$ cat src/hdl/cpu_pkg.sv
`default_nettype none

// Instruction encodings, bit 15 first:
//   ALU_RR   opcode | alu_op | rd | rs     rd = rd op rs
//   ALU_IMM  opcode | rd | imm8            rd = rd + sext(imm8), flags updated
//   LDI      opcode | rd | imm8            rd = zext(imm8)
//   BR       opcode | cond | imm8          pc = pc + 1 + sext(imm8) when cond holds
//   JMP      opcode | unused | imm8        pc = imm8
//   IN/OUT   opcode | rd | imm8            imm8 is the I/O address
// The low three bits of cond mask {c, z, n} and bit 3 inverts the test.
package cpu_pkg;

    localparam int WORD_BITS      = 16;
    localparam int REG_BITS       = 4;
    localparam int NUM_REGS       = 1 << REG_BITS;
    localparam int PROG_BITS      = 8;
    localparam int PROG_WORDS     = 1 << PROG_BITS;
    localparam int IO_ADDR_BITS   = 8;
    localparam int AXIL_ADDR_BITS = 8;

    typedef logic [WORD_BITS-1:0]    word_t;
    typedef logic [REG_BITS-1:0]     reg_idx_t;
    typedef logic [PROG_BITS-1:0]    pc_t;
    typedef logic [IO_ADDR_BITS-1:0] io_addr_t;

    typedef enum logic [3:0] {
        OP_ALU_RR  = 4'h0,
        OP_ALU_IMM = 4'h1,
        OP_LDI     = 4'h2,
        OP_BR      = 4'h3,
        OP_JMP     = 4'h4,
        OP_IN      = 4'h5,
        OP_OUT     = 4'h6,
        OP_HLT     = 4'h7,
        OP_NOP     = 4'h8
    } opcode_e;

    // CMP and TEST only update the flags.
    typedef enum logic [3:0] {
        MOV, ADD, ADC, SUB, SBC, CMP, AND, OR,
        XOR, TEST, INC, DEC, NOT, NEG, SHL, SHR
    } alu_op_e;

    typedef struct packed {
        opcode_e  opcode;
        alu_op_e  alu_op;
        reg_idx_t rd;
        reg_idx_t rs;
    } instr_rr_t;

    typedef struct packed {
        opcode_e     opcode;
        reg_idx_t    rd;
        logic [7:0]  imm8;
    } instr_imm_t;

    typedef union packed {
        instr_rr_t  rr;
        instr_imm_t imm;
    } instr_u;

    typedef struct packed {
        logic     valid;
        reg_idx_t rd;
    } busy_rd_t;

    typedef struct packed {
        logic       valid;
        opcode_e    opcode;
        alu_op_e    alu_op;
        reg_idx_t   rd;
        word_t      operand_a;
        word_t      operand_b;
        logic [7:0] imm8;
        pc_t        pc;
    } dec_exe_t;

    typedef struct packed {
        logic     valid;
        opcode_e  opcode;
        reg_idx_t rd;
        word_t    result;
        logic     we;
        io_addr_t io_addr;
    } exe_io_t;

    typedef struct packed {
        logic     valid;
        reg_idx_t rd;
        word_t    data;
    } wb_t;

    typedef struct packed {
        logic [AXIL_ADDR_BITS-1:0] addr;
        logic [2:0]                prot;
    } axil_addr_t;

    typedef axil_addr_t axil_aw_t;
    typedef axil_addr_t axil_ar_t;

    typedef struct packed {
        word_t      data;
        logic [1:0] strb;
    } axil_w_t;

    typedef struct packed {
        word_t      data;
        logic [1:0] resp;
    } axil_r_t;

    typedef struct packed {
        logic [1:0] resp;
    } axil_b_t;

endpackage

`default_nettype wire

$ cat src/hdl/fetch_stage.sv
`timescale 1ns/1ns
`default_nettype none

module fetch_stage (
    input  wire logic            clk,
    input  wire logic            nreset,
    input  wire logic            prog_we,
    input  wire cpu_pkg::pc_t    prog_addr,
    input  wire cpu_pkg::word_t  prog_data,
    input  wire logic            stall,
    input  wire logic            redirect,
    input  wire cpu_pkg::pc_t    redirect_pc,
    input  wire logic            halt,
    output logic                 valid,
    output cpu_pkg::instr_u      instr,
    output cpu_pkg::pc_t         pc
);
    import cpu_pkg::*;

    word_t prog_ram [PROG_WORDS];
    pc_t   fetch_pc;
    logic  advance;

    assign advance = !halt && !redirect && !stall;

    always_ff @(posedge clk) begin
        if (prog_we)
            prog_ram[prog_addr] <= prog_data;
    end

    // A redirect wins over a stall and kills the word already read.
    always_ff @(posedge clk) begin
        if (!nreset) begin
            fetch_pc <= '0;
            valid <= 1'b0;
        end else if (!halt) begin
            if (redirect) begin
                fetch_pc <= redirect_pc;
                valid <= 1'b0;
            end else if (!stall) begin
                fetch_pc <= fetch_pc + 1'b1;
                valid <= 1'b1;
            end
        end
    end

    always_ff @(posedge clk) begin
        if (advance) begin
            instr <= instr_u'(prog_ram[fetch_pc]);
            pc <= fetch_pc;
        end
    end

endmodule

`default_nettype wire

$ cat config.mk
export PLATFORM = sky130hd
export DESIGN_NAME = fetch_stage
export DESIGN_NICKNAME = d
export VERILOG_FILES = /design/src/hdl/cpu_pkg.sv /design/src/hdl/fetch_stage.sv
export SDC_FILE = /design/constraint.sdc
export NUM_CORES = 2
export LEC_CHECK = 0
export ABC_AREA = 0
export BUFFER_PORTS_ARGS = -buffer_cell sky130_fd_sc_hd__buf_2
export CAP_MARGIN = 20
export CORE_MARGIN = 4
export CORE_UTILIZATION = 41
export DETAILED_ROUTE_END_ITERATION = 12
export SLEW_MARGIN = 20
export SYNTH_ARGS = -nofsm -noshare
export SYNTH_HDL_FRONTEND = slang
export SYNTH_SLANG_ARGS = --single-unit
$ cat constraint.sdc
create_clock -name clk -period 5.3 [get_ports clk]
set_clock_uncertainty 0.2 [all_clocks]
set_input_delay 0.53 -clock clk [delete_from_list [all_inputs] [get_ports clk]]
set_output_delay 0.53 -clock clk [all_outputs]
set_load 0.05 [all_outputs]
==> run metrics <==
CORE AREA=387,000 um^2; Hold Path Origin=prog_data[4]; DRC viols=0; Post-synth EDFFs=4,120; fmax=205 MHz; antenna violations before repair=40; Synth area leader=edfxtp_1; first drt pass iteration count=6; Rel. slew slack=0.185; Critical Path AT=5.33 ns; syn_area_per_cell=22.2 um^2; synthesized cell area=160,000 um^2; Synth Instances=7,196; outcome=finished, violations left; Power per Cell Area=380 nW/um^2; placed instance area=169,000 um^2; final setup fails=0; CP required=5.76 ns; WS Path Type=register to register; Max Buffers Root-to-Sink=4; Die Height=632 um; number of synthesized register bits=4,129; Hold WC Path Type=primary input to register; # placed instances=12.6k; Final Core Density=0.472; crit path max fanout=40; most common cell after layout, fill and taps aside=edfxtp_1; Reg2Reg Launch Point=fetch_pc[0]$_SDFFE_PN0P_; CTS Sinks=4,129; vias in the first global route=80.0k; final instance area=183,000 um^2; Setup TNS Final=0 ns; Cell Rows=228; Synth cell types=76; Die ar.=399,000 um^2; DRT iter0 DRCs=12.0k; I/O Buffers=62; Die Wd=632 um; violated checks=hold timing; final period utilization=0.919; vias=81.2k; Peak VDD IR=264 uV; WL/cell=35.1 um; register area=124,000 um^2; total I/O pin count=63; first-pass GRT wire length=648,000 um; maxcap violations=0; max-slew violation count=0; CTS Buf Count=406; GPL Wtd Cong=0.876; DPL Wire Length=280,000 um; layout cells sized above 1=0.287; leakage=56.2 nW; Critical Path Start=fetch_pc[0]$_SDFFE_PN0P_; Seq/Total Area, Yosys=0.776; nets@finish=7,867; Final Hold Vio Count=5; multi-input logic area=33,200 um^2; Async S/R FF share, synth=0; FILL cells=31.6k; Setup WS post-layout=0.432 ns; total gr overflow=0; Post-synth top flop=edfxtp_1; vias per cell=6.08; post-placement worst setup slack=0.470 ns; Routed Wire Length=469,000 um; hold slack=-0.0297 ns; share of the synthesized area in the top cell type=0.775; Post-DRT Antenna Nets=0; CTS root buf=clkbuf_16; Least-Margin Pin Slew=1.21 ns; area grow syn2layout=14.5%; RSZ-0062 raised after global routing=false; most frequent cells in the layout=edfxtp_1 (4,120), mux4_2 (951), buf_4 (487), clkbuf_16 (415), mux2i_1 (382); Crit. End Element=register; final std cells w/o fill=13.4k; syn nets=7,235; PnR Total Power=69.4 mW; total track usage=0.231; crit start category=register; CTS tree=built; H-tree depth=5; min Tclk post-route=4.87 ns; Starting Density=0.413; Area contributors post-synth=edfxtp_1 (77%), mux4_2 (13%), mux2i_1 (2.4%), nor2_1 (0.79%), a21oi_1 (0.53%); synth warn=0; largest net degree at the start of global routing=203; clock-pin slew on the worst setup and hold paths=0.06 ns; latest clock arrival within the worst-skew pair=0.98 ns
where the power goes:
part	total (mW)	internal [mW]	switching (mW)	leakage, nW
combinational	4.69	1.69	3.01	12.7
sequential	36.1	36.0	0.0912	37.1
clock	28.6	16.3	12.3	6.38
total	69.4	54.0	15.4	56.2
final timing paths:
check                              end  slack, ns  cells after the start
max                instr[14]$_DFFE_PP_       0.43                      9
min          prog_ram[34][4]$_DFFE_PP_      -0.03                      1
max reg2reg        instr[14]$_DFFE_PP_       0.43                      9
min reg2reg         valid$_SDFFE_PN0P_       0.30                      2
per-layer routing:
metal	wire length (um)	global-route usage	vias to the layer above
li1	-	-	31787
met1	182000	0.322	43774
met2	218000	0.356	4752
met3	48900	0.0510	839
met4	20200	0.0889	8
met5	57	0	-
Yosys cell counts, types with 16 or more instances:
cell,n
buf_4,56
o21ai_0,71
o22ai_1,58
a31oi_1,16
edfxtp_1,4120
a211oi_1,41
clkbuf_1,136
nand2_1,150
nor2_1,337
buf_1,18
buf_8,22
a21oi_1,169
a221oi_1,77
mux4_2,951
mux2i_1,383
o21ai_1,18
a22oi_1,56
buf_6,52
a21o_1,19
buf_2,118
nor2b_1,20
buf_12,25
nand3_1,46
o221ai_1,41
critical path: stages (launching register included):
cell and delay (ns):
dfxtp_4 0.82, buf_12 0.39, buf_12 0.35, mux4_2 0.55, mux4_2 0.48, nand2_1 0.11, o2111ai_1 0.32, a221oi_1 0.87
buf_4 0.28, o32ai_1 0.08
cell type report:
class                      count  share of cell area
sequential                  4129               0.678
antenna                       26            0.000356
clock inverter               238              0.0132
inverter                      11            0.000315
timing repair buffer         651              0.0324
tap                         5175              0.0354
multi-input combinational   2629               0.182
clock buffer                 495              0.0585
repair_timing:
action / 4_1_cts / 5_1_grt
hold buffers: 24 / 2
resized for setup: 0 / 0
buffers inserted: 0 / 0
hold endpoints to repair: 509 / 107
cells by family after synthesis:
group / count (synthesis) / share of synthesized area
flops: 4129 / 0.776
mux: 1349 / 0.160
compound gates: 673 / 0.0294
simple gates: 606 / 0.0158
buf+inv: 438 / 0.0191
fa+ha+maj: 1 / 0.0000784
state kept, by name, indices dropped and copies added, names as in the netlist:
signal,flops
instr,16
prog_ram,4096
pc,8
valid,1
fetch_pc,8
(Power assumes the default switching activity.)
