--- src/hdl/cpu_pkg.sv ---
`default_nettype none

// Instruction encodings, bit 15 first:
//   ALU_RR   opcode | alu_op | rd | rs     rd = rd op rs
//   ALU_IMM  opcode | rd | imm8            rd = rd + sext(imm8), flags updated
//   LDI      opcode | rd | imm8            rd = zext(imm8)
//   BR       opcode | cond | imm8          pc = pc + 1 + sext(imm8) when cond holds
//   JMP      opcode | unused | imm8        pc = imm8
//   IN/OUT   opcode | rd | imm8            imm8 is the I/O address
// The low three bits of cond mask {c, z, n} and bit 3 inverts the test.
package cpu_pkg;

    localparam int WORD_BITS      = 16;
    localparam int REG_BITS       = 4;
    localparam int NUM_REGS       = 1 << REG_BITS;
    localparam int PROG_BITS      = 8;
    localparam int PROG_WORDS     = 1 << PROG_BITS;
    localparam int IO_ADDR_BITS   = 8;
    localparam int AXIL_ADDR_BITS = 8;

    typedef logic [WORD_BITS-1:0]    word_t;
    typedef logic [REG_BITS-1:0]     reg_idx_t;
    typedef logic [PROG_BITS-1:0]    pc_t;
    typedef logic [IO_ADDR_BITS-1:0] io_addr_t;

    typedef enum logic [3:0] {
        OP_ALU_RR  = 4'h0,
        OP_ALU_IMM = 4'h1,
        OP_LDI     = 4'h2,
        OP_BR      = 4'h3,
        OP_JMP     = 4'h4,
        OP_IN      = 4'h5,
        OP_OUT     = 4'h6,
        OP_HLT     = 4'h7,
        OP_NOP     = 4'h8
    } opcode_e;

    // CMP and TEST only update the flags.
    typedef enum logic [3:0] {
        MOV, ADD, ADC, SUB, SBC, CMP, AND, OR,
        XOR, TEST, INC, DEC, NOT, NEG, SHL, SHR
    } alu_op_e;

    typedef struct packed {
        opcode_e  opcode;
        alu_op_e  alu_op;
        reg_idx_t rd;
        reg_idx_t rs;
    } instr_rr_t;

    typedef struct packed {
        opcode_e     opcode;
        reg_idx_t    rd;
        logic [7:0]  imm8;
    } instr_imm_t;

    typedef union packed {
        instr_rr_t  rr;
        instr_imm_t imm;
    } instr_u;

    typedef struct packed {
        logic     valid;
        reg_idx_t rd;
    } busy_rd_t;

    typedef struct packed {
        logic       valid;
        opcode_e    opcode;
        alu_op_e    alu_op;
        reg_idx_t   rd;
        word_t      operand_a;
        word_t      operand_b;
        logic [7:0] imm8;
        pc_t        pc;
    } dec_exe_t;

    typedef struct packed {
        logic     valid;
        opcode_e  opcode;
        reg_idx_t rd;
        word_t    result;
        logic     we;
        io_addr_t io_addr;
    } exe_io_t;

    typedef struct packed {
        logic     valid;
        reg_idx_t rd;
        word_t    data;
    } wb_t;

    typedef struct packed {
        logic [AXIL_ADDR_BITS-1:0] addr;
        logic [2:0]                prot;
    } axil_addr_t;

    typedef axil_addr_t axil_aw_t;
    typedef axil_addr_t axil_ar_t;

    typedef struct packed {
        word_t      data;
        logic [1:0] strb;
    } axil_w_t;

    typedef struct packed {
        word_t      data;
        logic [1:0] resp;
    } axil_r_t;

    typedef struct packed {
        logic [1:0] resp;
    } axil_b_t;

endpackage

`default_nettype wire

--- src/hdl/io_stage.sv ---
`timescale 1ns/1ns
`default_nettype none

module io_stage (
    input  wire logic              clk,
    input  wire logic              nreset,
    input  wire cpu_pkg::exe_io_t  in,
    output logic                   busy,
    output cpu_pkg::busy_rd_t      busy_rd,
    output cpu_pkg::wb_t           wb,
    output logic                   halted,
    output cpu_pkg::axil_aw_t      aw,
    output logic                   aw_valid,
    input  wire logic              aw_ready,
    output cpu_pkg::axil_w_t       w,
    output logic                   w_valid,
    input  wire logic              w_ready,
    input  wire cpu_pkg::axil_b_t  b,
    input  wire logic              b_valid,
    output logic                   b_ready,
    output cpu_pkg::axil_ar_t      ar,
    output logic                   ar_valid,
    input  wire logic              ar_ready,
    input  wire cpu_pkg::axil_r_t  r,
    input  wire logic              r_valid,
    output logic                   r_ready
);
    import cpu_pkg::*;

    typedef enum logic [2:0] {IDLE, WRITE, WAIT_B, READ, WAIT_R} io_state_e;

    io_state_e state;
    logic      aw_done, w_done;
    logic      aw_sent, w_sent;
    logic      live, is_io;
    logic      done_now, bus_err;

    // Nothing after HLT takes effect.
    assign live = in.valid && !halted;
    assign is_io = in.opcode inside {OP_IN, OP_OUT};
    assign done_now = (state == WAIT_B && b_valid) || (state == WAIT_R && r_valid);
    assign bus_err = (state == WAIT_B && b_valid && b.resp[1])
                     || (state == WAIT_R && r_valid && r.resp[1]);
    assign busy = live && is_io && !done_now;

    assign busy_rd.valid = live && in.we;
    assign busy_rd.rd = in.rd;

    assign wb.valid = live && in.we && (in.opcode != OP_IN || (state == WAIT_R && r_valid));
    assign wb.rd = in.rd;
    assign wb.data = (in.opcode == OP_IN) ? r.data : in.result;

    assign aw.addr = AXIL_ADDR_BITS'(in.io_addr);
    assign aw.prot = 3'b000;
    assign ar = aw;
    assign w.data = in.result;
    assign w.strb = 2'b11;

    assign aw_valid = state == WRITE && !aw_done;
    assign w_valid = state == WRITE && !w_done;
    assign b_ready = state == WAIT_B;
    assign ar_valid = state == READ;
    assign r_ready = state == WAIT_R;

    assign aw_sent = aw_done || (aw_valid && aw_ready);
    assign w_sent = w_done || (w_valid && w_ready);

    always_ff @(posedge clk) begin
        if (!nreset) begin
            state <= IDLE;
            aw_done <= 1'b0;
            w_done <= 1'b0;
            halted <= 1'b0;
        end else begin
            case (state)
                IDLE: if (live && is_io) state <= (in.opcode == OP_OUT) ? WRITE : READ;
                WRITE: begin
                    // Address and data may be accepted in different cycles.
                    if (aw_sent && w_sent) begin
                        state <= WAIT_B;
                        aw_done <= 1'b0;
                        w_done <= 1'b0;
                    end else begin
                        aw_done <= aw_sent;
                        w_done <= w_sent;
                    end
                end
                WAIT_B: if (b_valid) state <= IDLE;
                READ:   if (ar_ready) state <= WAIT_R;
                WAIT_R: if (r_valid) state <= IDLE;
                default: state <= IDLE;
            endcase
            // An error response from a peripheral stops the core like HLT does.
            if ((live && in.opcode == OP_HLT) || bus_err)
                halted <= 1'b1;
        end
    end

endmodule

`default_nettype wire

--- config.mk ---
export PLATFORM = sky130hd
export DESIGN_NAME = io_stage
export DESIGN_NICKNAME = d
export VERILOG_FILES = /design/src/hdl/cpu_pkg.sv /design/src/hdl/io_stage.sv
export SDC_FILE = /design/constraint.sdc
export NUM_CORES = 1
export LEC_CHECK = 0
export BUFFER_PORTS_ARGS = -buffer_cell sky130_fd_sc_hd__buf_2
export CAP_MARGIN = 30
export CORE_ASPECT_RATIO = 1.75
export CORE_MARGIN = 8
export CORE_UTILIZATION = 32
export CTS_BUF_LIST = sky130_fd_sc_hd__clkbuf_8
export DETAILED_ROUTE_END_ITERATION = 6
export GPL_TIMING_DRIVEN = 1
export PLACE_DENSITY_LB_ADDON = 0.1
export SYNTH_ARGS = -nofsm -noshare
export SYNTH_HDL_FRONTEND = slang
export SYNTH_SLANG_ARGS = --single-unit
--- constraint.sdc ---
create_clock -name clk -period 1.61 [get_ports clk]
set_input_delay 0.0805 -clock clk [delete_from_list [all_inputs] [get_ports clk]]
set_output_delay 0.0805 -clock clk [all_outputs]
set_load 0.03 [all_outputs]
==> summary.md <==
| Metric | Value |
|---|---|
| Post-CTS setup buffer count | 0 |
| Total CTS buffers | 3 |
| Synthesized instance count | roughly 120 |
| Dominant synthesized flop cell | dfxtp_1 |
| Compound-cell area share of the yosys netlist | 0.110 |
| Initial drt markers | 21 |
| Io pins | 134 |
| Share of post-route cells with drive strength above 1 | 0.588 |
| Leakage | roughly 0.00064 uW |
| CTS tree | done |
| Worst hold slack | between 100 and 150 ps |
| Setup Total Neg Slack | 0 ps |
| Buffers added on ports | 87 |
| Final period util | 0.919 |
| Post-synthesis sequential area ratio | 0.124 |
| Global Route Usage Sum | 0.117 |
| Run status | complete, no violations |
| Drt first pass iters | 3 |
| Adder-cell share of the synthesized area | 0 |
| Mux contribution to synthesized area | 0.186 |
| Die Ht | 88.7 um |
| Post-CTS resize count | 0 |
| Root Buffer | clkbuf_8 |
| WP data arrival | ~1600 ps |
| DIE WIDTH | about 58 um |
| Mapped cell area | 967 um^2 |
| Post-Syn Area per Cell | ~8 um^2 |
| Hpwl dp | ~2900 um |
| Critical path class | register to register |
| Crit Reg-Reg Startpoint | state[0]$_SDFFE_PN0P_ |
| # nets final | 233 |
| Rows | 26 |
| WHS Endpoint | aw_done$_SDFFE_PN0N_ |
| Syn. warnings | 0 |
| Hold path cells | 3 |
| Power per standard cell area | 595 mW/mm^2 |
| Post-synth top area cell | buf_4 |
| Final hold violation count | 0 |
| Post-synth EDFFs | 0 |
| XOR/XNOR Fraction of Synth Area | 0.00906 |
| Place WS | about 140 ps |
| Worst Hold Class | primary input to register |
| Post-synth cell types | 31 |
| Via density | slightly below 5 |
| Largest net degree at the start of global routing | 16 |
| CTS Hold Bufs | 0 |
| Routed WL | between 3000 and 4000 um |
| CTS sink cnt | 6 |
| Yosys reg bits | 6 |
| Final worst slack | roughly 130 ps |
| Async set or reset register ratio after synthesis | 0 |
| DRC violations left | 0 |
| Placer congestion estimate | about 0.73 |
| Final setup vio count | 0 |
| Minimum clock period after layout | ~1500 ps |
| Crit path from | state[0]$_SDFFE_PN0P_ |
| Top post-synthesis cells by area | buf_4 (38%), mux2_1 (19%), dfxtp_1 (12%), nor2_1 (3.5%), nor2b_1 (2.6%) |
| Reg clk slew, reported paths | around 40 ps |
| Hold Path Origin | aw_ready |
| Total power | roughly 710 uW |
| Synth Area in Simple Gates | 0.164 |
| Routed Antenna Nets | 0 |
| Largest family of logic cells by synthesized area | buffers and inverters |
| Initial core utilization | 0.334 |
| R2R depth | 4 |
| Clk Latency, worst-skew pair | about 220 ps |
| Number of H-tree levels | 1 |
| Core area | 0.00290 mm^2 |
| CP max FO | 6 |
| Worst path required time | 1720 ps |
| DR WL/cell | 16.0 um |
| Commonest cells post-synth | buf_4 (49), mux2_1 (16), nor2_1 (9), dfxtp_1 (6) |
| Clock Skew | approximately 2.1 ps |
| CP startpoint kind | register |
| Total number of vias | approximately 960 |
| First-pass GRT wire length | between 4000 and 5000 um |
| Vias in the first global route | about 1000 |
| Most frequent cell after synthesis | buf_4 |
| Initial antenna violation count | 0 |
| Reg-to-reg slack, setup | roughly 130 ps |
| CTS max path bufs | 2 |
| Ant diodes | 0 |
| Max-slew violations | 0 |
| Grt total ovfl | 0 |
| Die area | between 0.005 and 0.006 mm^2 |
| Layout area overhead | 22.9% |
| Share of the synthesized area in the top cell type | 0.380 |
| Max cap viols | 0 |
| Peak Freq | slightly below 700 MHz |
| Reg2reg end | state[2]$_SDFFE_PN0P_ |
| RSZ-0062 raised after global routing | no |
| Peak VDD IR | around 0.00043 V |
| Crit path capture type | register |
[layer usage]
metal,vias to the layer above,part of all wire,GRT usage
met5,-,0,0
met4,0,0.023,0.0573
met3,9,0.15,0.0524
met2,73,0.48,0.218
met1,422,0.35,0.103
li1,454,-,-
[registers in the layout (all words and copies together) (netlist names)]
name and count:
w_done 1, state 3, aw_done 1, halted 1
[worst max path at each step]
stage | slack (ps) | to
after global placement | 120 | state[2]$_SDFFE_PN0P_
after detailed placement | 140 | state[2]$_SDFFE_PN0P_
after CTS | 110 | busy
after floorplan | 6 | busy
final | 130 | state[2]$_SDFFE_PN0P_
after global routing | 50 | busy
[worst max-delay path, cell delays in order (launching register included)]
cell and delay, ps:
dfxtp_1 420, or4b_1 450, a21oi_1 140, a311oi_1 80
a32o_1 280
[cell families after synthesis]
logic type | after synthesis
AO/OA/AOI/OAI | 15
other | 2
multiplexers | 16
XOR/XNOR | 1
flip-flops | 6
AND/OR/NAND/NOR | 28
buffers and inverters | 53
[through the flow]
step,std cells,util,cell area (um^2)
floorplan,127,-,993
global placement,195,0.396,1150
detailed placement,195,0.396,1150
CTS,198,0.411,1190
global route,198,0.411,1190
finish,198,0.411,1190
[placed cells by master, fill, tap and decap left out, drive strengths merged, types with 2 or more instances in the layout]
cell type | Yosys | routed
buf | 51 | 92
nand2 | 4 | 4
nand3 | 2 | 2
nor3b | 3 | 3
nor2b | 4 | 4
a21oi | 2 | 2
dfxtp | 6 | 6
clkbuf | 1 | 3
conb | 2 | 8
o21ai | 2 | 2
a31oi | 2 | 2
a21boi | 2 | 2
mux2 | 16 | 16
nor2 | 10 | 10
[final cells by class]
cell class	instances	area, um^2
Clock buffer	3	41.3
Fill cell	291	1710
Inverter	1	3.75
Multi-Input combinational cell	68	503
Sequential cell	6	120
Tap cell	28	35.0
Timing Repair Buffer	92	485
[report_power, final]
group	internal [uW]	switching [uW]	leakage, uW
logic	111	211	0.000573
clock network	161	68.0	0.0000216
registers	152	3.14	0.0000485
total	425	282	0.000643
(Power assumes the default switching activity.)
