===== config.mk =====
export PLATFORM = sky130hd
export DESIGN_NAME = decode_stage
export DESIGN_NICKNAME = d
export VERILOG_FILES = /design/src/hdl/cpu_pkg.sv /design/src/hdl/decode_stage.sv
export SDC_FILE = /design/constraint.sdc
export NUM_CORES = 1
export LEC_CHECK = 0
export ABC_AREA = 0
export BUFFER_PORTS_ARGS = -buffer_cell sky130_fd_sc_hd__buf_2
export CAP_MARGIN = 40
export CORE_ASPECT_RATIO = 1.5
export CORE_MARGIN = 1.5
export CORE_UTILIZATION = 55
export DETAILED_ROUTE_END_ITERATION = 12
export GPL_TIMING_DRIVEN = 0
export PLACE_DENSITY_LB_ADDON = 0.2
export SYNTH_ARGS = -nofsm -noshare
export SYNTH_HDL_FRONTEND = slang
export SYNTH_SLANG_ARGS = --single-unit

===== constraint.sdc =====
create_clock -name clk -period 4.62 [get_ports clk]
set_input_delay 0.693 -clock clk [delete_from_list [all_inputs] [get_ports clk]]
set_output_delay 0.693 -clock clk [all_outputs]
set_load 0.01 [all_outputs]

===== src/hdl/cpu_pkg.sv =====
`default_nettype none

// Instruction encodings, bit 15 first:
//   ALU_RR   opcode | alu_op | rd | rs     rd = rd op rs
//   ALU_IMM  opcode | rd | imm8            rd = rd + sext(imm8), flags updated
//   LDI      opcode | rd | imm8            rd = zext(imm8)
//   BR       opcode | cond | imm8          pc = pc + 1 + sext(imm8) when cond holds
//   JMP      opcode | unused | imm8        pc = imm8
//   IN/OUT   opcode | rd | imm8            imm8 is the I/O address
// The low three bits of cond mask {c, z, n} and bit 3 inverts the test.
package cpu_pkg;

    localparam int WORD_BITS      = 16;
    localparam int REG_BITS       = 4;
    localparam int NUM_REGS       = 1 << REG_BITS;
    localparam int PROG_BITS      = 8;
    localparam int PROG_WORDS     = 1 << PROG_BITS;
    localparam int IO_ADDR_BITS   = 8;
    localparam int AXIL_ADDR_BITS = 8;

    typedef logic [WORD_BITS-1:0]    word_t;
    typedef logic [REG_BITS-1:0]     reg_idx_t;
    typedef logic [PROG_BITS-1:0]    pc_t;
    typedef logic [IO_ADDR_BITS-1:0] io_addr_t;

    typedef enum logic [3:0] {
        OP_ALU_RR  = 4'h0,
        OP_ALU_IMM = 4'h1,
        OP_LDI     = 4'h2,
        OP_BR      = 4'h3,
        OP_JMP     = 4'h4,
        OP_IN      = 4'h5,
        OP_OUT     = 4'h6,
        OP_HLT     = 4'h7,
        OP_NOP     = 4'h8
    } opcode_e;

    // CMP and TEST only update the flags.
    typedef enum logic [3:0] {
        MOV, ADD, ADC, SUB, SBC, CMP, AND, OR,
        XOR, TEST, INC, DEC, NOT, NEG, SHL, SHR
    } alu_op_e;

    typedef struct packed {
        opcode_e  opcode;
        alu_op_e  alu_op;
        reg_idx_t rd;
        reg_idx_t rs;
    } instr_rr_t;

    typedef struct packed {
        opcode_e     opcode;
        reg_idx_t    rd;
        logic [7:0]  imm8;
    } instr_imm_t;

    typedef union packed {
        instr_rr_t  rr;
        instr_imm_t imm;
    } instr_u;

    typedef struct packed {
        logic     valid;
        reg_idx_t rd;
    } busy_rd_t;

    typedef struct packed {
        logic       valid;
        opcode_e    opcode;
        alu_op_e    alu_op;
        reg_idx_t   rd;
        word_t      operand_a;
        word_t      operand_b;
        logic [7:0] imm8;
        pc_t        pc;
    } dec_exe_t;

    typedef struct packed {
        logic     valid;
        opcode_e  opcode;
        reg_idx_t rd;
        word_t    result;
        logic     we;
        io_addr_t io_addr;
    } exe_io_t;

    typedef struct packed {
        logic     valid;
        reg_idx_t rd;
        word_t    data;
    } wb_t;

    typedef struct packed {
        logic [AXIL_ADDR_BITS-1:0] addr;
        logic [2:0]                prot;
    } axil_addr_t;

    typedef axil_addr_t axil_aw_t;
    typedef axil_addr_t axil_ar_t;

    typedef struct packed {
        word_t      data;
        logic [1:0] strb;
    } axil_w_t;

    typedef struct packed {
        word_t      data;
        logic [1:0] resp;
    } axil_r_t;

    typedef struct packed {
        logic [1:0] resp;
    } axil_b_t;

endpackage

`default_nettype wire


===== src/hdl/decode_stage.sv =====
`timescale 1ns/1ns
`default_nettype none

module decode_stage (
    input  wire logic              clk,
    input  wire logic              nreset,
    input  wire logic              in_valid,
    input  wire cpu_pkg::instr_u   instr,
    input  wire cpu_pkg::pc_t      pc,
    input  wire logic              flush,
    input  wire cpu_pkg::busy_rd_t exe_busy_rd,
    input  wire cpu_pkg::busy_rd_t io_busy_rd,
    input  wire cpu_pkg::wb_t      wb,
    input  wire logic              io_busy,
    output logic                   stall,
    output cpu_pkg::dec_exe_t      out
);
    import cpu_pkg::*;

    word_t      regs [NUM_REGS];
    instr_rr_t  rr;
    instr_imm_t im;
    opcode_e    op;
    reg_idx_t   rd_idx;
    logic       reads_rd;
    logic       reads_rs;
    logic       raw_rd;
    logic       raw_rs;
    word_t      operand_b;
    alu_op_e    alu_op;

    function automatic logic hit(busy_rd_t busy, reg_idx_t idx);
        return busy.valid && busy.rd == idx;
    endfunction

    assign rr = instr.rr;
    assign im = instr.imm;
    assign op = rr.opcode;

    always_ff @(posedge clk) begin
        if (wb.valid)
            regs[wb.rd] <= wb.data;
    end

    // Only the register-register form keeps rd in the middle nibble.
    always_comb begin
        rd_idx = (op == OP_ALU_RR) ? rr.rd : im.rd;
        reads_rd = op inside {OP_ALU_RR, OP_ALU_IMM, OP_OUT};
        reads_rs = op == OP_ALU_RR;
        raw_rd = reads_rd && (hit(exe_busy_rd, rd_idx) || hit(io_busy_rd, rd_idx));
        raw_rs = reads_rs && (hit(exe_busy_rd, rr.rs) || hit(io_busy_rd, rr.rs));
        stall = in_valid && (raw_rd || raw_rs);
    end

    always_comb begin
        case (op)
            OP_ALU_RR:         operand_b = regs[rr.rs];
            OP_ALU_IMM, OP_BR: operand_b = word_t'(signed'(im.imm8));
            default:           operand_b = word_t'(im.imm8);
        endcase
        case (op)
            OP_ALU_RR:  alu_op = rr.alu_op;
            OP_ALU_IMM: alu_op = ADD;
            default:    alu_op = MOV;
        endcase
    end

    // A stalled instruction stays in place and a bubble goes to execute.
    always_ff @(posedge clk) begin
        if (!nreset)
            out.valid <= 1'b0;
        else if (!io_busy)
            out.valid <= in_valid && !flush && !stall;
    end

    always_ff @(posedge clk) begin
        if (!io_busy) begin
            out.opcode <= op;
            out.alu_op <= alu_op;
            out.rd <= rd_idx;
            out.operand_a <= regs[rd_idx];
            out.operand_b <= operand_b;
            out.imm8 <= im.imm8;
            out.pc <= pc;
        end
    end

endmodule

`default_nettype wire


==> metrics.md <==
| Metric | Value |
|---|---|
| Cells after Synth | `between 1000 and 1500` |
| Initial Utilization | `55.81%` |
| Worst hold stages | `1` |
| Pin count of the biggest net entering global routing | `32` |
| Final clock skew | `approximately 0.014 ns` |
| Status | `completed` |
| Max-slew violations | `0` |
| Hold_ws | `0.2988 ns` |
| Worst path most repeated cell | `clkbuf_1` |
| First-pass GRT wire length | `63960 µm` |
| Vias in the first global route | `a little over 10000` |
| Routability congestion estimate | `0.9070` |
| Post-route ant nets | `0` |
| Worst Path Required | `slightly below 5 ns` |
| IO Pins | `122` |
| LEAKAGE | `5.843 nW` |
| Clk Latency, worst-skew pair | `0.57 ns` |
| CP endpoint kind | `register` |
| Worst slew margin | `30.44%` |
| Max-capacitance violation count | `0` |
| Vias per std cell | `around 6.6` |
| Post-place setup slack | `0.1458 ns` |
| Inserted Clock Buffers | `28` |
| Ys Warns | `0` |
| Num rows | `72` |
| DRT Wirelength | `44590 µm` |
| Delay-heaviest family, CP | `simple AND/OR/NAND/NOR gates` |
| Mapped Avg Cell Area | `14.09 µm²` |
| Worst Setup Start Kind | `primary input` |
| DRC viols | `0` |
| Wire length on met2 | `between 20000 and 25000 µm` |
| Via count | `between 10000 and 15000` |
| Sequential fraction of the synthesis area | `66.36%` |
| 1st-iter DRT viols | `around 1600` |
| Clock tree buffer depth | `3` |
| Avg WL per Cell | `28.71 µm` |
| Metal3 WL | `a little over 5000 µm` |
| Period Utilization, post-route | `86.50%` |
| Peak supply drop | `0.0002811 V` |
| Most frequent cells in the layout | `edfxtp_1, nand2_1, buf_2` |
| Worst-path fanout max | `10` |
| R2R cell count | `4` |
| Gr ovfl total | `0` |
| Setup violators final | `0` |
| Die Height | `200.7 µm` |
| TNS Setup | `0 ns` |
| # nets final | `1258` |
| Total core area | `0.02567 mm²` |
| Most common cell after layout, fill and taps aside | `edfxtp_1` |
| Die area | `approximately 0.027 mm²` |
| Max stage delay cell, worst path | `clkbuf_1` |
| Stages on the worst setup path | `10` |
| Fillers | `1854` |
| Register clock-pin slew on the reported worst setup and hold paths | `0.07 ns` |
| CTS root buf | `clkbuf_16` |
| Area of the multi-input gates | `0.004593 mm²` |
| Final setup margin | `a little over 0.6 ns` |
| # hold bufs at CTS | `0` |
| Share of layout cells above drive strength 1 | `25.59%` |
| Drt first pass iters | `5` |
| Netlist cell types | `39` |
| Met1 wire length | `14880 µm` |
| Largest stage delay, worst path | `0.75 ns` |
| Fmax | `250.2 MHz` |
| PortBufs | `121` |
| Synth Cell Area | `about 0.014 mm²` |
| Post-CTS repair timing setup buffer count | `0` |
| Synthesized flop and latch total | `317` |
| Syn nets | `1077` |
| DP HPWL | `between 30000 and 40000 µm` |
| CTS HTree Levels | `1` |
| Hold Crit Class | `primary input to register` |
| Storage cell area | `0.009509 mm²` |
| Cells along the critical path | `buf_2 -> clkbuf_1 -> nor4_4 -> mux2i_4 -> inv_2 -> nor3_1 -> clkbuf_1 -> nand3_1 -> nand4_1 -> nor2_1` |
| Hold Vio Cnt, Final | `0` |
| Area Growth Syn to Fin | `16.80%` |
| Antenna violations before repair | `0` |
| Die Wd | `134.8 µm` |
| Min Tclk post-route | `3.996 ns` |
| Total GRT Usage | `around a third` |
| Post-cts resize count | `0` |
| PD cells | `around 380 mW/mm²` |
| Worst Path Arrival | `4.31 ns` |
| TritonCTS clock tree | `done` |
| Worst-Margin Slew | `roughly 1.0 ns` |
| Max Used Layer | `met4` |
| CP bufs+invs | `4` |
| Unrepaired setup endpoints after global routing | `false` |
| Clock tree sinks | `317` |
| WS Path Type | `primary input to register` |
==> where the power goes <==
group / total [mW] / switching (mW) / leakage [nW] / internal [mW]
registers: 3.30 / 0.0318 / 2.91 / 3.26
clock network: 2.46 / 1.06 / 0.447 / 1.40
logic: 0.666 / 0.436 / 2.49 / 0.231
total: 6.42 / 1.53 / 5.84 / 4.89
==> worst paths after layout <==
check              from  endpoint  slack (ns)
max           instr[15]   out[38]        0.62
min               pc[6]    out[6]        0.30
max reg2reg  regs[3][7]   out[23]        2.80
min reg2reg     out[60]   out[60]        0.48
==> cells by family after synthesis <==
| group | Yosys count | synth area share (%) |
|---|---|---|
| AOI/OAI and AO/OA | 56 | 2.672 |
| xor gates and xnor gates | 21 | 1.284 |
| muxes | 112 | 13.96 |
| buffers and inverters | 67 | 1.938 |
| DFF | 317 | 66.36 |
| and+or+nand+nor | 444 | 13.79 |
==> synthesized netlist by cell type <==
library cell	number	area, µm²
edfxtp_1	316	9489
nand2_1	242	908.4
nand3_1	92	460.4
mux4_2	68	1531
nor2_1	47	176.4
mux2i_1	39	390.4
clkbuf_1	30	112.6
nand4_1	26	162.7
a31oi_1	19	118.9
buf_2	18	90.09
a32oi_1	16	140.1
o21ai_0	13	65.06
xor2_1	13	113.9
nor3_1	11	55.05
buf_1	10	37.54
xnor2_1	8	70.07
a21oi_1	4	20.02
inv_1	4	15.01
inv_2	4	15.01
nand2b_1	4	25.02
and2_1	3	18.77
mux2_2	3	33.78
nand3b_1	3	22.52
nor3_2	3	30.03
nor4_1	3	18.77
a221o_1	2	20.02
mux2i_4	2	45.04
nor2_4	2	22.52
nor4b_1	2	17.52
a311o_1	1	10.01
buf_4	1	7.510
dfxtp_1	1	20.02
nor2_2	1	6.260
nor2b_1	1	6.260
nor3b_1	1	7.510
nor4_4	1	21.27
o2111ai_1	1	8.760
or3b_2	1	8.760
or4_1	1	7.510
==> flip-flops by register name, indices dropped and copies added (netlist names) <==
| signal | count |
|---|---|
| regs | 256 |
| out | 61 |
==> layout make-up <==
class / count / area share, %
antenna: 1 / 0.01495
inverter: 8 / 0.1794
timing repair buffer: 151 / 5.891
buffer: 59 / 1.480
sequential: 317 / 56.81
clock inverter: 17 / 1.368
clock buffer: 34 / 4.321
multi-input combinational: 633 / 27.44
tap: 333 / 2.489
==> through the flow <==
step | cells | total power, mW | util (%) | cell area (µm²)
6_report | 1553 | 6.424 | 65.19 | 16740
5_1_grt | 1552 | 6.559 | 65.18 | 16730
4_1_cts | 1552 | 6.401 | 65.18 | 16730
3_5_place_dp | 1501 | 4.005 | 61.47 | 15780
3_3_place_gp | 1471 | 3.973 | 59.80 | 15350
2_1_floorplan | 1017 | 3.700 | - | 14330
==> layer usage <==
metal / GRT usage [%] / vias up
met2: 54.45 / 799
met4: 21.08 / 0
met5: 0 / -
met1: 40.87 / 4971
met3: 6.742 / 175
li1: - / 4246
==> worst register-to-register path, cell delays in order, from the launching register on <==
cell	delay, ns
edfxtp_1	0.41
mux4_2	0.50
mux4_2	0.53
nand2_1	0.10
nand2_1	0.05
No activity file was read; power rests on OpenSTA's default activity.
