**src/hdl/cpu_pkg.sv**
```systemverilog
`default_nettype none

// Instruction encodings, bit 15 first:
//   ALU_RR   opcode | alu_op | rd | rs     rd = rd op rs
//   ALU_IMM  opcode | rd | imm8            rd = rd + sext(imm8), flags updated
//   LDI      opcode | rd | imm8            rd = zext(imm8)
//   BR       opcode | cond | imm8          pc = pc + 1 + sext(imm8) when cond holds
//   JMP      opcode | unused | imm8        pc = imm8
//   IN/OUT   opcode | rd | imm8            imm8 is the I/O address
// The low three bits of cond mask {c, z, n} and bit 3 inverts the test.
package cpu_pkg;

    localparam int WORD_BITS      = 16;
    localparam int REG_BITS       = 4;
    localparam int NUM_REGS       = 1 << REG_BITS;
    localparam int PROG_BITS      = 8;
    localparam int PROG_WORDS     = 1 << PROG_BITS;
    localparam int IO_ADDR_BITS   = 8;
    localparam int AXIL_ADDR_BITS = 8;

    typedef logic [WORD_BITS-1:0]    word_t;
    typedef logic [REG_BITS-1:0]     reg_idx_t;
    typedef logic [PROG_BITS-1:0]    pc_t;
    typedef logic [IO_ADDR_BITS-1:0] io_addr_t;

    typedef enum logic [3:0] {
        OP_ALU_RR  = 4'h0,
        OP_ALU_IMM = 4'h1,
        OP_LDI     = 4'h2,
        OP_BR      = 4'h3,
        OP_JMP     = 4'h4,
        OP_IN      = 4'h5,
        OP_OUT     = 4'h6,
        OP_HLT     = 4'h7,
        OP_NOP     = 4'h8
    } opcode_e;

    // CMP and TEST only update the flags.
    typedef enum logic [3:0] {
        MOV, ADD, ADC, SUB, SBC, CMP, AND, OR,
        XOR, TEST, INC, DEC, NOT, NEG, SHL, SHR
    } alu_op_e;

    typedef struct packed {
        opcode_e  opcode;
        alu_op_e  alu_op;
        reg_idx_t rd;
        reg_idx_t rs;
    } instr_rr_t;

    typedef struct packed {
        opcode_e     opcode;
        reg_idx_t    rd;
        logic [7:0]  imm8;
    } instr_imm_t;

    typedef union packed {
        instr_rr_t  rr;
        instr_imm_t imm;
    } instr_u;

    typedef struct packed {
        logic     valid;
        reg_idx_t rd;
    } busy_rd_t;

    typedef struct packed {
        logic       valid;
        opcode_e    opcode;
        alu_op_e    alu_op;
        reg_idx_t   rd;
        word_t      operand_a;
        word_t      operand_b;
        logic [7:0] imm8;
        pc_t        pc;
    } dec_exe_t;

    typedef struct packed {
        logic     valid;
        opcode_e  opcode;
        reg_idx_t rd;
        word_t    result;
        logic     we;
        io_addr_t io_addr;
    } exe_io_t;

    typedef struct packed {
        logic     valid;
        reg_idx_t rd;
        word_t    data;
    } wb_t;

    typedef struct packed {
        logic [AXIL_ADDR_BITS-1:0] addr;
        logic [2:0]                prot;
    } axil_addr_t;

    typedef axil_addr_t axil_aw_t;
    typedef axil_addr_t axil_ar_t;

    typedef struct packed {
        word_t      data;
        logic [1:0] strb;
    } axil_w_t;

    typedef struct packed {
        word_t      data;
        logic [1:0] resp;
    } axil_r_t;

    typedef struct packed {
        logic [1:0] resp;
    } axil_b_t;

endpackage

`default_nettype wire

```
**src/hdl/execute_stage.sv**
```systemverilog
`timescale 1ns/1ns
`default_nettype none

module execute_stage (
    input  wire logic              clk,
    input  wire logic              nreset,
    input  wire cpu_pkg::dec_exe_t in,
    input  wire logic              io_busy,
    output cpu_pkg::exe_io_t       out,
    output cpu_pkg::busy_rd_t      busy_rd,
    output logic                   redirect,
    output cpu_pkg::pc_t           redirect_pc
);
    import cpu_pkg::*;

    logic  c, z, n;
    logic  c_next;
    logic  cin;
    word_t a, b;
    word_t res;
    logic  is_alu;
    logic  writes;
    logic  cond_pass;

    assign a = in.operand_a;
    assign b = in.operand_b;
    assign is_alu = in.opcode inside {OP_ALU_RR, OP_ALU_IMM};

    always_comb begin
        cin = c && (in.alu_op inside {ADC, SBC});
        c_next = c;
        res = a;
        case (in.alu_op)
            MOV:           res = b;
            ADD, ADC:      {c_next, res} = {1'b0, a} + {1'b0, b} + {{WORD_BITS{1'b0}}, cin};
            SUB, SBC, CMP: {c_next, res} = {1'b0, a} - {1'b0, b} - {{WORD_BITS{1'b0}}, cin};
            AND, TEST:     res = a & b;
            OR:            res = a | b;
            XOR:           res = a ^ b;
            INC:           res = a + 1'b1;
            DEC:           res = a - 1'b1;
            NOT:           res = ~a;
            NEG:           res = -a;
            SHL:           {c_next, res} = {a, 1'b0};
            SHR:           {res, c_next} = {1'b0, a};
            default:       res = a;
        endcase
    end

    always_comb begin
        case (in.opcode)
            OP_ALU_RR:               writes = !(in.alu_op inside {CMP, TEST});
            OP_ALU_IMM, OP_LDI, OP_IN: writes = 1'b1;
            default:                 writes = 1'b0;
        endcase
    end

    // For a branch the rd field holds the condition.
    assign cond_pass = (|(in.rd[2:0] & {c, z, n})) ^ in.rd[3];

    assign redirect = in.valid && !io_busy
                      && ((in.opcode == OP_BR && cond_pass) || in.opcode == OP_JMP);
    assign redirect_pc = (in.opcode == OP_JMP) ? pc_t'(in.operand_b)
                                               : in.pc + 1'b1 + pc_t'(in.operand_b);

    assign busy_rd.valid = in.valid && writes;
    assign busy_rd.rd = in.rd;

    always_ff @(posedge clk) begin
        if (!nreset) begin
            c <= 1'b0;
            z <= 1'b0;
            n <= 1'b0;
        end else if (!io_busy && in.valid && is_alu) begin
            c <= c_next;
            z <= res == '0;
            n <= res[WORD_BITS-1];
        end
    end

    always_ff @(posedge clk) begin
        if (!nreset)
            out.valid <= 1'b0;
        else if (!io_busy)
            out.valid <= in.valid;
    end

    always_ff @(posedge clk) begin
        if (!io_busy) begin
            out.opcode <= in.opcode;
            out.rd <= in.rd;
            out.result <= is_alu ? res : (in.opcode == OP_OUT) ? a : b;
            out.we <= writes;
            out.io_addr <= io_addr_t'(in.imm8);
        end
    end

endmodule

`default_nettype wire

```
**config.mk**
```make
export PLATFORM = sky130hd
export DESIGN_NAME = execute_stage
export DESIGN_NICKNAME = d
export VERILOG_FILES = /design/src/hdl/cpu_pkg.sv /design/src/hdl/execute_stage.sv
export SDC_FILE = /design/constraint.sdc
export NUM_CORES = 1
export LEC_CHECK = 0
export BUFFER_PORTS_ARGS = -buffer_cell sky130_fd_sc_hd__buf_2
export CORE_MARGIN = 5
export CORE_UTILIZATION = 30
export CTS_CLUSTER_DIAMETER = 120
export DETAILED_ROUTE_END_ITERATION = 7
export PLACE_DENSITY = 0.52
export SLEW_MARGIN = 5
export SYNTH_ARGS = -nofsm -noshare
export SYNTH_HDL_FRONTEND = slang
export SYNTH_SLANG_ARGS = --single-unit
```
**constraint.sdc**
```tcl
create_clock -name clk -period 5.4 [get_ports clk]
set_input_delay 0.54 -clock clk [delete_from_list [all_inputs] [get_ports clk]]
set_output_delay 0.54 -clock clk [all_outputs]
set_load 0.01 [all_outputs]
```
==> reports/qor.csv, run 1 <==
stage;metric;value;unit
status;status;finished clean;
cells_and_area;area taken by multi-input logic gates;5090;sq um
cells_and_area;commonest cells after routing, fill and taps aside;111 x buf_2, 92 x nand2_1, 84 x ha_1;
logic_synthesis;Synth Flop Type;edfxtp_1;
timing;worst slew pin tran;1.10;ns
logic_synthesis;Post-Synthesis Cells;886;
timing;Worst Skew;0.00805;ns
route;DR vias;7065;
grt;vias in the first global route;6609;
cells_and_area;synthesis-to-finish area growth;13.5;%
floorplanning;Ports;112;
setup_path;RR Startpoint;c;
clocking;post-CTS setup buffers;0;
logic_synthesis;post-synthesis register bit count;37;
route;drt total wl;26.0;mm
grt;gr ovfl total;0;
timing;min Tclk post-route;4.33;ns
setup_path;crit path cell chain;buf_2, nand2b_1, nand2_1, nand3_1, inv_1, fa_1, a211oi_1, o21bai_1, a2111oi_0, nor3_1, o21ai_0, o2111ai_1, a221oi_2, and4_1, nand4b_1, nand2_1;
setup_path;Slowest cell on crit path;a2111oi_0;
clocking;Sinks on Clock Net;37;
grt;largest net degree at the start of global routing;42;
route;Residual DRC;0;
route;drt via density;5.68;
hold_path;WHS Path Cells;1;
grt;first-pass GRT wire length;38.9;mm
timing;final worst-path cycle share;0.802;
timing;Fmax;231;MHz
floorplanning;Die Ht;159;microns
logic_synthesis;Yosys warning count;0;
clocking;total CTS buffers;5;
timing;Slew Limit Headroom;0.264;
grt;GRT Util Overall;0.199;
hold_path;Hold Crit Class;primary input to register;
clocking;Hold Buf Count CTS;0;
timing;setup_tns;0;ns
setup_path;CP arrival;4.56;ns
clocking;CTS max path bufs;2;
hold_path;Hold Crit Endpoint;out[7];
logic_synthesis;Net Count, Synth;1040;
logic_synthesis;share of flip-flops with an asynchronous set or reset;0;
floorplanning;Die ar.;25200;sq um
setup_path;maximum fanout along the worst path;28;
setup_path;R2R setup slack;1.62;ns
setup_path;CP delay by family, top;compound AO/OA/AOI/OAI gates;
place;dpl hpwl;20.4;mm
hold_path;worst hold start;in[15];
place;# port buffers;111;
clocking;Resized cells post-CTS;0;
grt;initial antenna violation count;0;
setup_path;worst-case reg-to-reg path depth;13;
clocking;Clock Pin Slew Worst Setup and Hold Paths;0.06;ns
floorplanning;core area;21800;sq um
cells_and_area;layout cells sized above 1;0.155;
pwr;Max rail drop VDD;0.131;mV
timing;Final Max Slew Viols;0;
route;drt pass-1 iters;8;
route;Initial DRC Count;749;
route;drt wl/cell;20.9;microns
logic_synthesis;Mapped Area;6630;sq um
setup_path;max incr delay on CP;0.69;ns
setup_path;number of buffers and inverters on the critical path;2;
pwr;Leak;3.23;nW
route;DRT antenna net count;0;
clocking;CTS tree;built;
clocking;Root Buffer;clkbuf_16;
clocking;CTS H-Tree Depth;2;
logic_synthesis;share of the yosys chip area belonging to registers;0.162;
cells_and_area;Antenna Cells;0;
floorplanning;Die W;159;microns
cells_and_area;post-route cell area;7530;sq um
setup_path;Required @ worst endpoint;5.63;ns
cells_and_area;# fillers;2328;
floorplanning;FP Rows;54;
logic_synthesis;syn avg cell area;7.48;sq um
cells_and_area;Final #Nets;1116;
flow_run;number of max-cap violations;0;
logic_synthesis;Post-synth EDFFs;33;
pwr;PwrDens;175;nW/um^2
place;Area after DPL;7380;sq um
clocking;Clk Latency, worst-skew pair;0.28;ns
setup_path;Worst Setup SP;in[54];
timing;final hold violations;0;
timing;RSZ-0062 raised after global routing;no;
floorplanning;Initial Util;0.304;
setup_path;Crit Path Category;primary input to register;
setup_path;r2r endpoint;out[23];
timing;final setup fails;0;
setup_path;crit path capture type;register;
setup_path;most frequent cell on the critical path;nand2_1;
logic_synthesis;post-synth cell types;81;
setup_path;CP startpoint kind;primary input;
place;routability cong.;0.966;
cells_and_area;Storage cell area;1070;sq um
cells_and_area;commonest non-fill, non-tap cell in the layout;buf_2;
[metrics by stage]
stage | std cells | utilization | power, mW | hold WS, ns | setup WS, ns
floorplan | 886 | - | 0.801 | 0.429 | 0.870
global placement | 1235 | 0.338 | 1.03 | 0.454 | 0.871
detailed placement | 1235 | 0.338 | 1.03 | 0.460 | 0.844
CTS | 1243 | 0.345 | 1.32 | 0.424 | 1.13
global route | 1243 | 0.345 | 1.40 | 0.424 | 0.855
finish | 1243 | 0.345 | 1.32 | 0.436 | 1.07
[final cells by class]
class,count,area share
inverter,66,0.0329
sequential,37,0.142
multi-input combinational,733,0.677
tap,280,0.0466
timing repair buffer,119,0.0818
clock buffer,6,0.0185
clock inverter,2,0.00116
[report_power, final]
| group | internal, mW | total [mW] | switching (mW) |
|---|---|---|---|
| Combinational | 0.254 | 0.689 | 0.435 |
| Clock | 0.181 | 0.286 | 0.105 |
| Sequential | 0.339 | 0.345 | 0.00530 |
| Total | 0.774 | 1.32 | 0.545 |
[metal layers]
metal,GRT usage,wire length [microns]
met3,0.0334,2410
met2,0.320,11500
met5,0,0
met4,0.0690,824
met1,0.269,11200
[cell families (layout without fill, tap and decap cells)]
logic type | count (synthesis) | in the layout | share of synthesized area
and+or+nand+nor | 308 | 308 | 0.226
AOI/OAI and AO/OA | 270 | 270 | 0.272
buffers and inverters | 116 | 193 | 0.0742
adders and majority gates | 90 | 90 | 0.177
xor gates and xnor gates | 44 | 44 | 0.0581
DFF | 37 | 37 | 0.162
muxes | 21 | 21 | 0.0323
[cells in the mapped netlist (all sizes together) (17+ instances only)]
cell type  number  area share
inv            64       0.036
mux2i          18       0.027
nand3          29       0.022
nor3           29       0.023
clkbuf         26       0.015
nand2          92       0.052
a21oi          64       0.049
nor2           76       0.044
xor2           17       0.022
o21ai          65       0.049
buf            24       0.022
edfxtp         33        0.15
ha             84        0.16
xnor2          27       0.036
[state kept, by name, summed over array words and instances (netlist names)]
signal / flops
c: 1
n: 1
out: 34
z: 1
[how the worst max path moves through the flow]
stage,end,cells past startpoint
3_3_place_gp,out[23],16
6_report,z,16
2_1_floorplan,out[23],14
4_1_cts,out[23],16
3_5_place_dp,out[23],16
5_1_grt,z,15
Note: power is estimated with default switching activity, not from simulation.
==> run 2, diff against run 1 <==
==> constraint.sdc (replaced) <==
create_clock -name clk -period 4.1 [get_ports clk]
set_input_delay 0.41 -clock clk [delete_from_list [all_inputs] [get_ports clk]]
set_output_delay 0.41 -clock clk [all_outputs]
set_load 0.01 [all_outputs]
==> run 2 against run 1 <==
Effect of this change: critical path depth rose by 1; via count rose by 3.7%; utilization rose by 1.4 points; non-clock buffer count rose by 36; global-route usage rose by 1.2 points; hold slack got worse by 0.13 ns; clock power rose by 53%.
==> reports/qor.csv, run 2 (same netlist as run 1, synthesis figures left out) <==
stage;metric;value;unit
pwr;PwrDens;235;nW/um^2
clocking;post-CTS setup buffers;0;
place;Placed Cells;1271;
pwr;Max rail drop VDD;0.170;mV
route;Residual DRC;0;
grt;met3 Track Usage GR;0.0383;
status;status;finished clean;
setup_path;Slowest cell on crit path;a211oi_1;
timing;worst slew pin tran;0.893;ns
clocking;Root Buffer;clkbuf_16;
grt;GRT Util Overall;0.211;
pwr;Leak;3.42;nW
floorplanning;core area;21800;sq um
clocking;total CTS buffers;5;
timing;Final Max Slew Viols;0;
setup_path;Required @ worst endpoint;4.33;ns
clocking;Sinks on Clock Net;37;
clocking;CTS H-Tree Depth;2;
timing;Fmax;259;MHz
hold_path;worst hold start;in[12];
grt;initial antenna violation count;0;
timing;RSZ-0062 raised after global routing;no;
place;routability cong.;0.995;
floorplanning;Die Ht;159;microns
cells_and_area;commonest non-fill, non-tap cell in the layout;buf_2;
clocking;CTS max path bufs;2;
setup_path;most frequent cell on the critical path;nand2_1;
cells_and_area;synthesis-to-finish area growth;18.0;%
grt;busiest grt layer;met2;
cells_and_area;Antenna Cells;0;
setup_path;crit path cell chain;buf_2, nand2b_1, nand2_1, nand3_1, inv_1, fa_1, a211oi_1, o21bai_1, a2111oi_0, buf_4, nor3_1, o21ai_0, o2111ai_1, a221oi_2, and4_1, nand4b_1, nand2_1;
route;DRT antenna net count;0;
setup_path;CP startpoint kind;primary input;
flow_run;number of max-cap violations;0;
grt;met2 Use GR;0.325;
clocking;Hold Buf Count CTS;0;
route;drt via density;5.73;
place;# port buffers;111;
timing;Slew Limit Headroom;0.401;
floorplanning;Die ar.;25200;sq um
setup_path;max incr delay on CP;0.58;ns
grt;met1 usage;0.299;
floorplanning;Ports;112;
floorplanning;Initial Util;0.304;
setup_path;CP arrival;4.08;ns
cells_and_area;layout cells sized above 1;0.186;
floorplanning;Die W;159;microns
setup_path;crit path capture type;register;
hold_path;Hold Crit Class;primary input to register;
clocking;Clk Latency, worst-skew pair;0.28;ns
cells_and_area;commonest cells after routing, fill and taps aside;111 x buf_2, 92 x nand2_1, 84 x ha_1;
timing;final worst-path cycle share;0.941;
floorplanning;FP Rows;54;
grt;gr ovfl total;0;
grt;vias in the first global route;6861;
grt;largest net degree at the start of global routing;37;
timing;setup_tns;0;ns
timing;final setup fails;0;
grt;first-pass GRT wire length;40.9;mm
pwr;Overall Power;1.84;mW
setup_path;maximum fanout along the worst path;6;
setup_path;RR Startpoint;c;
place;dpl hpwl;21.6;mm
route;drt total wl;27.3;mm
cells_and_area;Final #Nets;1152;
setup_path;Crit Path Category;primary input to register;
cells_and_area;final cell count without fillers;1279;
route;Initial DRC Count;620;
cells_and_area;Largest register FFs;34;
clocking;Resized cells post-CTS;0;
route;drt pass-1 iters;6;
clocking;Clock Pin Slew Worst Setup and Hold Paths;0.05;ns
route;DR vias;7328;
timing;min Tclk post-route;3.86;ns
route;drt wl/cell;21.4;microns
timing;Worst Skew;0.00192;ns
clocking;CTS tree;built;
setup_path;Worst Setup SP;in[54];
timing;final hold violations;0;
cells_and_area;Biggest register;out;
-- run 2: changes by cell type in the layout (fill, tap and decap cells not counted), sizes merged --
cell / change
buf: +36
clkinv: -2
bufinv: +1
clkbuf: +1
-- run 2: cell type report --
class | instances | area [sq um]
clock buffer | 7 | 143
clock inverter | 1 | 30.0
fill | 2339 | 14000
multi-input combinational | 733 | 5090
inverter | 66 | 248
tap | 280 | 350
sequential | 37 | 1070
timing repair buffer | 155 | 886
-- run 2: power by group --
group	internal [mW]	leakage (nW)	total, mW	switching (mW)
clock network	0.303	0.0841	0.438	0.135
logic	0.360	2.98	0.944	0.584
registers	0.447	0.355	0.454	0.00726
total	1.11	3.42	1.84	0.726
-- run 2: through the flow --
| stage | utilization | setup WS (ns) | cell area [sq um] | hold slack [ns] |
|---|---|---|---|---|
| after floorplan | - | 0.0516 | 6640 | 0.429 |
| after global placement | 0.351 | 0.250 | 7650 | 0.457 |
| after detailed placement | 0.351 | 0.0863 | 7650 | 0.462 |
| after CTS | 0.358 | 0.375 | 7820 | 0.294 |
| after global routing | 0.358 | 0.165 | 7820 | 0.289 |
| final | 0.358 | 0.243 | 7820 | 0.305 |
-- run 2: path summary, 6_finish.rpt --
path              to  slack [ns]  cells past startpoint
max                z        0.24                     17
min           out[4]        0.30                      1
max reg2reg  out[23]        0.39                     13
min reg2reg        z        0.46                      2
-- run 2: layer usage --
| metal | wire length, microns | up-vias |
|---|---|---|
| li1 | - | 3468 |
| met3 | 2920 | 52 |
| met2 | 11700 | 412 |
| met5 | 0 | - |
| met4 | 726 | 0 |
| met1 | 12000 | 3396 |
-- run 2: critical path: cells and delay by family --
kind	cells	cell delay [ns]
AO/OA/AOI/OAI	6	2.03
adder cells (fa/ha/maj)	1	0.39
AND/OR/NAND/NOR	7	0.85
buffers and inverters	3	0.39
